**src/design/dmaPkg.sv**
```systemverilog
package dmaPkg;

  localparam int NUM_CH = 4;

  typedef logic [27:0] addrT;   // byte address
  typedef logic [31:0] dataT;
  typedef logic [13:0] countT;  // units per transfer
  typedef logic [8:0]  lineT;   // display position counter

  localparam lineT HBLANK_POS = 9'd240;
  localparam lineT VBLANK_POS = 9'd160;

  // channels 1 and 2 can be paced by the sound FIFOs
  localparam logic [NUM_CH-1:0] SOUND_CH = 4'b0110;

  localparam addrT HALF_STEP = 28'd2;
  localparam addrT WORD_STEP = 28'd4;

  typedef enum logic [1:0] {
    ADDR_INC        = 2'b00,
    ADDR_DEC        = 2'b01,
    ADDR_FIXED      = 2'b10,
    ADDR_INC_RELOAD = 2'b11   // destination only
  } addrModeT;

  typedef enum logic [1:0] {
    START_NOW     = 2'b00,
    START_VBLANK  = 2'b01,
    START_HBLANK  = 2'b10,
    START_SPECIAL = 2'b11
  } startModeT;

  typedef enum logic [1:0] {
    SIZE_HALF = 2'b01,
    SIZE_WORD = 2'b10
  } busSizeT;

  typedef enum logic [2:0] {
    CH_OFF, CH_IDLE, CH_QUEUED, CH_READ, CH_WRITE, CH_PREEMPTED
  } chStateT;

  typedef struct packed {
    addrT      srcAddr;
    addrT      dstAddr;
    countT     count;
    addrModeT  dstMode;
    addrModeT  srcMode;
    logic      repeatEn;
    logic      wordSize;
    startModeT startMode;
    logic      irqEn;
    logic      enable;
  } dmaCfgT;

  typedef struct packed {
    addrT    addr;
    dataT    wdata;
    busSizeT size;
    logic    wen;
    logic    valid;
  } dmaBusT;

endpackage

```
**src/design/dmaStartSync.sv**
```systemverilog
`timescale 1ns/1ps

module dmaStartSync import dmaPkg::*; (
  input  logic                clk,
  input  logic                rst_b,
  input  dmaCfgT [NUM_CH-1:0] cfg,
  input  lineT                hcount,
  input  lineT                vcount,
  input  logic [1:0]          soundReq,
  output logic [NUM_CH-1:0]   start,
  output logic [NUM_CH-1:0]   specialStop
);

  logic hMatch, vMatch;
  logic hPrev, vPrev;
  logic hPulse, vPulse;
  logic [NUM_CH-1:0] soundVec;

  assign hMatch = (hcount == HBLANK_POS);
  assign vMatch = (vcount == VBLANK_POS);

  // counters sit on the blank position for many cycles, so only the
  // first cycle of each match becomes a trigger
  always_ff @(posedge clk or negedge rst_b) begin
    if (!rst_b) begin
      hPrev  <= 1'b0;
      vPrev  <= 1'b0;
      hPulse <= 1'b0;
      vPulse <= 1'b0;
    end else begin
      hPrev  <= hMatch;
      vPrev  <= vMatch;
      hPulse <= hMatch && !hPrev;
      vPulse <= vMatch && !vPrev;
    end
  end

  assign soundVec = {1'b0, soundReq, 1'b0} & SOUND_CH;  // fifo requests by channel slot

  always_comb begin
    logic trig;
    for (int i = 0; i < NUM_CH; i++) begin
      case (cfg[i].startMode)
        START_NOW:    trig = 1'b1;
        START_VBLANK: trig = vPulse;
        START_HBLANK: trig = hPulse;
        default:      trig = soundVec[i];  // stays low on 0 and 3
      endcase
      start[i] = trig && cfg[i].enable;

      // special timing on a non-sound channel just shuts off at vblank
      specialStop[i] = cfg[i].enable && !SOUND_CH[i] && vPulse &&
                       (cfg[i].startMode == START_SPECIAL);
    end
  end

endmodule

```
**src/design/dmaChannel.sv**
```systemverilog
`timescale 1ns/1ps

module dmaChannel import dmaPkg::*; #(
  parameter bit soundCh = 1'b0
) (
  input  logic   clk,
  input  logic   rst_b,
  input  dmaCfgT cfg,
  input  logic   start,
  input  logic   memWait,
  input  dataT   rdata,
  input  logic   preempted,
  input  logic   allowedToBegin,
  output dmaBusT bus,
  output logic   active,
  output logic   midUnit,
  output logic   irq,
  output logic   disableDma
);

  chStateT  state, nextState;
  dmaCfgT   cfgQ;             // cfg from the previous cycle
  addrT     srcAddr, dstAddr;
  addrT     step;
  countT    unitsLeft;
  dataT     dataQ;
  addrModeT dstMode;
  logic     soundMode;
  logic     wordXfer;
  logic     loadCfg;
  logic     canBegin;
  logic     readDone, writeDone;
  logic     lastUnit;

  function automatic addrT stepAddr(addrT a, addrModeT mode, addrT inc);
    case (mode)
      ADDR_DEC:   return a - inc;
      ADDR_FIXED: return a;
      default:    return a + inc;
    endcase
  endfunction

  // fifo feeding always moves words into one fixed port
  assign soundMode = soundCh && (cfg.startMode == START_SPECIAL);
  assign wordXfer  = cfg.wordSize || soundMode;
  assign dstMode   = soundMode ? ADDR_FIXED : cfg.dstMode;
  assign step      = wordXfer ? WORD_STEP : HALF_STEP;

  assign loadCfg   = cfg.enable && (cfg != cfgQ) &&
                     ((state == CH_OFF) || (state == CH_IDLE));
  assign canBegin  = !preempted && !memWait && allowedToBegin;
  assign readDone  = (state == CH_READ) && !memWait;
  assign writeDone = (state == CH_WRITE) && !memWait;
  assign lastUnit  = (unitsLeft == countT'(1));

  always_ff @(posedge clk or negedge rst_b) begin
    if (!rst_b) begin
      state <= CH_OFF;
      cfgQ  <= '0;
    end else begin
      state <= nextState;
      cfgQ  <= cfg;
    end
  end

  always_comb begin
    nextState = state;
    case (state)
      CH_OFF: begin
        if (loadCfg) nextState = CH_IDLE;
      end
      CH_IDLE: begin
        if (!cfg.enable) begin
          nextState = CH_OFF;
        end else if (start && !loadCfg) begin
          nextState = canBegin ? CH_READ : CH_QUEUED;  // keep a pulse start pending
        end
      end
      CH_QUEUED, CH_PREEMPTED: begin
        if (!cfg.enable) begin
          nextState = CH_OFF;
        end else if (canBegin) begin
          nextState = CH_READ;
        end
      end
      CH_READ: begin
        if (!memWait) nextState = CH_WRITE;
      end
      CH_WRITE: begin
        if (!memWait) begin
          if (lastUnit) begin
            nextState = cfg.repeatEn ? CH_IDLE : CH_OFF;
          end else if (!cfg.enable) begin
            nextState = CH_OFF;
          end else if (preempted) begin
            nextState = CH_PREEMPTED;  // give way only at a unit boundary
          end else begin
            nextState = CH_READ;
          end
        end
      end
      default: nextState = CH_OFF;
    endcase
  end

  always_ff @(posedge clk) begin
    if (loadCfg) begin
      srcAddr   <= cfg.srcAddr;
      dstAddr   <= cfg.dstAddr;
      unitsLeft <= cfg.count;
    end
    if (readDone) begin
      srcAddr <= stepAddr(srcAddr, cfg.srcMode, step);
      // halfword reads pick their lane by address bit 1
      dataQ   <= wordXfer ? rdata : {16'h0000, srcAddr[1] ? rdata[31:16] : rdata[15:0]};
    end
    if (writeDone) begin
      if (lastUnit && cfg.repeatEn) begin
        unitsLeft <= cfg.count;
        dstAddr   <= (dstMode == ADDR_INC_RELOAD) ? cfg.dstAddr :
                     stepAddr(dstAddr, dstMode, step);
      end else begin
        unitsLeft <= unitsLeft - countT'(1);
        dstAddr   <= stepAddr(dstAddr, dstMode, step);
      end
    end
  end

  always_comb begin
    bus.addr  = (state == CH_WRITE) ? dstAddr : srcAddr;
    bus.wdata = wordXfer ? dataQ : {dataQ[15:0], dataQ[15:0]};  // halfword in both lanes
    bus.size  = wordXfer ? SIZE_WORD : SIZE_HALF;
    bus.wen   = (state == CH_WRITE);
    bus.valid = (state == CH_READ) || (state == CH_WRITE);
  end

  // a channel about to begin counts as active so higher indices hold off
  assign active = (state == CH_QUEUED) || (state == CH_READ) ||
                  (state == CH_WRITE) || (state == CH_PREEMPTED) ||
                  ((state == CH_IDLE) && start);
  assign midUnit    = (state == CH_WRITE);
  assign irq        = writeDone && lastUnit && cfg.irqEn;
  assign disableDma = writeDone && lastUnit && !cfg.repeatEn;

  // the unit counter never runs dry while the channel holds the bus
  assert property (@(posedge clk) disable iff (!rst_b)
    bus.valid |-> (unitsLeft != '0));

  assert property (@(posedge clk) disable iff (!rst_b)
    bus.valid && memWait |=> bus.valid && $stable(bus.addr) && $stable(bus.wen) &&
                             $stable(bus.wdata));

  assert property (@(posedge clk) disable iff (!rst_b)
    loadCfg |-> (cfg.count != '0));

  assert property (@(posedge clk) disable iff (!rst_b)
    bus.valid |-> ((bus.size == SIZE_WORD) ? (bus.addr[1:0] == 2'b00) : !bus.addr[0]));

endmodule

```
**src/design/dmaBusArbiter.sv**
```systemverilog
`timescale 1ns/1ps

module dmaBusArbiter import dmaPkg::*; (
  input  dmaBusT [NUM_CH-1:0] chBus,
  input  logic [NUM_CH-1:0]   active,
  input  logic [NUM_CH-1:0]   midUnit,
  output logic [NUM_CH-1:0]   preempted,
  output logic                allowedToBegin,
  output dmaBusT              bus
);

  logic [NUM_CH-1:0] chValid;
  logic busBusy;

  // channel i yields to anything active below it
  always_comb begin
    preempted[0] = 1'b0;
    for (int i = 1; i < NUM_CH; i++) begin
      preempted[i] = preempted[i-1] || active[i-1];
    end
  end

  always_comb begin
    for (int i = 0; i < NUM_CH; i++) begin
      chValid[i] = chBus[i].valid;
    end
  end

  assign busBusy = |chValid;

  // no new unit while another is half done or a read is still on the bus
  assign allowedToBegin = !(|midUnit) && !busBusy;

  always_comb begin
    bus = '0;
    for (int i = NUM_CH - 1; i >= 0; i--) begin
      if (chValid[i]) bus = chBus[i];  // lowest index ends up winning
    end
  end

  assertOneMidUnit: assert final ($onehot0(midUnit));

endmodule

```
**src/design/dmaTop.sv**
```systemverilog
`timescale 1ns/1ps

module dmaTop import dmaPkg::*; (
  input  logic                clk,
  input  logic                rst_b,
  input  dmaCfgT [NUM_CH-1:0] cfg,
  input  lineT                hcount,
  input  lineT                vcount,
  input  logic [1:0]          soundReq,
  input  logic                memWait,
  input  dataT                rdata,
  output dmaBusT              bus,
  output logic                active,
  output logic [NUM_CH-1:0]   irq,
  output logic [NUM_CH-1:0]   disableDma
);

  logic [NUM_CH-1:0] start;
  logic [NUM_CH-1:0] specialStop;
  logic [NUM_CH-1:0] chActive;
  logic [NUM_CH-1:0] midUnit;
  logic [NUM_CH-1:0] preempted;
  logic [NUM_CH-1:0] chDisable;
  dmaBusT [NUM_CH-1:0] chBus;
  logic allowedToBegin;

  dmaStartSync uStartSync (
    .clk         (clk),
    .rst_b       (rst_b),
    .cfg         (cfg),
    .hcount      (hcount),
    .vcount      (vcount),
    .soundReq    (soundReq),
    .start       (start),
    .specialStop (specialStop)
  );

  for (genvar i = 0; i < NUM_CH; i++) begin : genCh
    dmaChannel #(.soundCh(SOUND_CH[i])) uChannel (
      .clk            (clk),
      .rst_b          (rst_b),
      .cfg            (cfg[i]),
      .start          (start[i]),
      .memWait        (memWait),
      .rdata          (rdata),
      .preempted      (preempted[i]),
      .allowedToBegin (allowedToBegin),
      .bus            (chBus[i]),
      .active         (chActive[i]),
      .midUnit        (midUnit[i]),
      .irq            (irq[i]),
      .disableDma     (chDisable[i])
    );
  end

  dmaBusArbiter uArbiter (
    .chBus          (chBus),
    .active         (chActive),
    .midUnit        (midUnit),
    .preempted      (preempted),
    .allowedToBegin (allowedToBegin),
    .bus            (bus)
  );

  assign disableDma = chDisable | specialStop;  // either way the enable bit gets cleared
  assign active     = |chActive;

endmodule

```
**config.mk**
```make
export PLATFORM = sky130hd
export DESIGN_NAME = dmaTop
export DESIGN_NICKNAME = d
export VERILOG_FILES = /design/src/design/dmaPkg.sv /design/src/design/dmaStartSync.sv /design/src/design/dmaChannel.sv /design/src/design/dmaBusArbiter.sv /design/src/design/dmaTop.sv
export SDC_FILE = /design/constraint.sdc
export NUM_CORES = 2
export LEC_CHECK = 0
export ABC_CLOCK_PERIOD_IN_PS = 4600
export BUFFER_PORTS_ARGS = -buffer_cell sky130_fd_sc_hd__buf_2
export CORE_MARGIN = 3
export CORE_UTILIZATION = 50
export DETAILED_ROUTE_END_ITERATION = 8
export MAX_ROUTING_LAYER = met4
export PLACE_DENSITY = 0.69
export SKIP_LAST_GASP = 1
export SLEW_MARGIN = 0
export SYNTH_ARGS = -nofsm -noshare
export SYNTH_HDL_FRONTEND = slang
export SYNTH_SLANG_ARGS = --single-unit
```
**constraint.sdc**
```tcl
create_clock -name clk -period 4.6 [get_ports clk]
set_clock_uncertainty 0.1 [all_clocks]
set_input_delay 0.46 -clock clk [delete_from_list [all_inputs] [get_ports clk]]
set_output_delay 0.46 -clock clk [all_outputs]
set_load 0.02 [all_outputs]
```
==> impl_metrics.yaml <==
routing:
  drtAntennaViolNets: 0
  drt_iter0_drc: 3966
  vias: 38450
  wl_um: 154900
  wl_per_cell_um: 24.04
  via_per_inst: 5.967
  drt_pass1_iterations: 6
  drc: 0
sta:
  rsz0062_at_grt: "false"
  clock.fmax_mhz: 223.7
  setup_violations: 0
  finalHoldViolations: 0
  period_needed_ps: 4470
  period_share_pct: 97.18
  finalWorstSetupSlack_ps: 129.9
  fin_setup_tns_ps: 0
  tightestPinTransition_ps: 1079
  max-slew-margin-rel_pct: 27.91
  slew_violations: 0
global_route:
  grt_pass1_vias: 37460
  grt_pass1_wl_um: 231400
  grt.total_usage_pct: 33.39
  antenna_found_initial: 17
  overflow: 0
  grt_max_degree: 119
pwr:
  p_per_area_nw_per_um2: 507.1
  leakage_nw: 22.48
  power_frac_seq_pct: 34.4
  p_sw_share_pct: 40.84
  internal_power_w: 0.01633
  switching_power_w: 0.01127
  ir_drop_mv: 0.4953
  comb_power_share_pct: 40.3
  clkPwrFrac_pct: 25.2
setup_path:
  required_ps: 4040
  ff2ff_setup_slack_ps: 970
  path_cells: "inv_1, and3_1, buf_4, mux2i_1, o21ai_0, buf_4, a22oi_1, a21oi_1, a211oi_1, a31oi_1, buf_2"
  cp-end-kind: "primary output"
  worst_path_most_repeated_cell: "buf_4"
  crit_slowest_cell: "and3_1"
  start_kind: "flip-flop"
  slowest_delay_ps: 630
  cp.arrival_ps: 3910
  path_max_fanout: 12
  crit_type: "flip-flop to primary output"
die:
  die_y_um: 304.7
  io_pins: 448
  core-area_um2: 87560
  die_area_um2: 92830
  rows: 108
  die_w_um: 304.7
  start_util_pct: 50.94
synthesis:
  synth_xor_area_share_pct: 10.68
  synth.most_common_cell: "nand2_1"
  yosys.area_share.simple_pct: 14.96
  yosys.area.top_type: "edfxtp_1"
  synth_ff_type: "edfxtp_1"
  syn-num-nets: 5019
  synth_top_cell_area_share_pct: 27.47
  synth.ff_latch_count: 744
  synthMuxAreaShare_pct: 4.769
  ys_warn_count: 0
  synth_area_per_cell_um2: 9.983
  synth_compound_gate_area_share_pct: 15.61
  synth_top_family_by_area: "compound AO/OA/AOI/OAI gates"
  ys_seq_area_share_pct: 46.32
  async_flop_share_pct: 45.16
  synth_edf_count: 408
  synthTopCellsByArea: "edfxtp_1 (27%), dfrtp_1 (19%), xnor2_1 (6.2%), ha_1 (4.9%), xor2_1 (4.5%)"
  syn_area_um2: 44610
  synthTopCellsByCount: "nand2_1 (491), edfxtp_1 (408), o21ai_0 (365)"
  synth-adder-area-share_pct: 4.937
  syn_inst: 4468
  synth.distinct_cells: 96
clock_tree:
  cts_tree: "yes"
  clock_path_buffers: 3
  h-tree-depth: 3
  clock_sinks: 744
  numCtsBuffers: 86
  clk_pin_slew_worst_paths_ps: 60
  post-cts-setup-buffers: 0
  cts.root.buffer_cell: "clkbuf_16"
  clk_latency_ps: 660
layout:
  fillerInstances: 7184
  multi_input_area_um2: 22870
  fin_util_pct: 62.15
  layout.nets: 5751
  area_delta_synth_final_pct: 22.01
  seqCellArea_um2: 20660
  layout-drive-gt1-share_pct: 15.46
placement:
  dpl_worst_slack_ps: 545.4
  routabilityCongestion: 0.9708
  dp_hpwl_um: 112200
  io_buffer_count: 447
run_status:
  outcome: "completed"
flow_run:
  maxCapViolCount: 0
min_path:
  hold_class: "input pin to flip-flop"
registers in the layout (all words and copies together), names as in the netlist:
register / flops
uStartSync.vPrev: 1
genCh.uChannel.unitsLeft: 56
uStartSync.hPulse: 1
genCh.uChannel.dataQ: 128
genCh.uChannel.state: 12
genCh.uChannel.srcAddr: 112
genCh.uChannel.dstAddr: 112
uStartSync.hPrev: 1
uStartSync.vPulse: 1
genCh.uChannel.cfgQ: 320
kinds of logic after synthesis:
family          count (synthesis)
mux                           204
fa+ha+maj                     176
buf+inv                       311
flops                         744
xor+xnor                      544
simple gates                 1379
compound gates               1110
critical path: cells and delay by family, from the launching register on:
family          cells  cell delay [ps]
compound gates      5             1070
buf+inv             4              950
simple gates        1              630
flops               1              440
mux                 1              170
final cells by class:
class	instances	area share, %
Tap cell	1155	2.655
Sequential cell	744	37.96
Timing Repair Buffer	856	11.36
Clock buffer	115	4.511
Inverter	99	0.6828
Antenna cell	17	0.07817
Clock inverter	45	0.7311
Multi-Input combinational cell	3413	42.02
path summary, 6_finish.rpt:
kind / start / endpoint / cells past startpoint
max reg2reg: genCh[3].uChannel.cfgQ[5] / genCh[3].uChannel.unitsLeft[1] / 8
max: genCh[3].uChannel.state[0] / bus[48] / 11
max in group asynchronous: rst_b / genCh[3].uChannel.cfgQ[40] / 3
min in group asynchronous: rst_b / genCh[0].uChannel.cfgQ[42] / 2
min: rdata[3] / genCh[3].uChannel.dataQ[3] / 2
min reg2reg: uStartSync.vPrev / uStartSync.vPulse / 1
cells in the final DEF, fill, tap and decap left out, types with 26 or more instances in the layout:
| cell type | Yosys | layout |
|---|---|---|
| edfxtp_1 | 408 | 408 |
| xor2_1 | 230 | 230 |
| nor4_1 | 75 | 75 |
| o221ai_1 | 34 | 34 |
| clkbuf_16 | 0 | 89 |
| inv_1 | 96 | 96 |
| nor2b_1 | 65 | 57 |
| dlygate4sd3_1 | 0 | 321 |
| and2_1 | 66 | 66 |
| nand4_1 | 72 | 72 |
| mux2_2 | 68 | 68 |
| ha_1 | 176 | 176 |
| a22oi_1 | 43 | 43 |
| o31ai_1 | 27 | 26 |
| nand2_1 | 491 | 491 |
| a21oi_1 | 254 | 252 |
| buf_2 | 19 | 446 |
| nor2_1 | 265 | 263 |
| o21a_1 | 40 | 40 |
| a21o_1 | 68 | 67 |
| nand2b_1 | 38 | 37 |
| nand3_1 | 87 | 87 |
| a31oi_1 | 53 | 53 |
| dfrtp_1 | 336 | 336 |
| buf_4 | 6 | 83 |
| xnor2_1 | 314 | 314 |
| mux2i_1 | 136 | 136 |
| o21ai_0 | 365 | 360 |
| a211oi_1 | 30 | 30 |
| nor3_1 | 87 | 84 |
| and3_1 | 34 | 34 |
power by group through the flow:
stage	Clock, W	Combinational (W)	Sequential (W)
6_report	0.00696	0.0111	0.00950
4_1_cts	0.00704	0.0109	0.00946
3_5_place_dp	0	0.0106	0.00958
3_3_place_gp	0	0.0106	0.00956
2_1_floorplan	0	0.00706	0.00896
5_1_grt	0.00730	0.0119	0.00958
metrics by stage:
| step | area, um^2 | instances | hold slack (ps) | total power (W) |
|---|---|---|---|---|
| 2_1_floorplan | 44610 | 4468 | 64.41 | 0.01602 |
| 3_3_place_gp | 48310 | 5946 | 218.1 | 0.02011 |
| 3_5_place_dp | 48310 | 5946 | 217.9 | 0.02022 |
| 4_1_cts | 54380 | 6427 | 24.88 | 0.02741 |
| 5_1_grt | 54410 | 6441 | 39.38 | 0.02879 |
| 6_report | 54420 | 6444 | 63.37 | 0.02760 |
timing repair:
action | in CTS | in global routing
resized for setup | 0 | 1
setup endpoints to repair | 0 | 1
hold endpoints to repair | 525 | 0
hold buffers | 321 | 0
layer usage:
layer	share of wire, %	vias up	GRT usage [%]	wire, um
met5	0	-	-	0
met4	4.4	0	12.88	6744
met3	7.1	327	4.965	10970
met2	47	1620	52.71	72920
met1	41	18700	43.67	64250
li1	-	17810	-	-
Power figures use the tool's default switching activity.
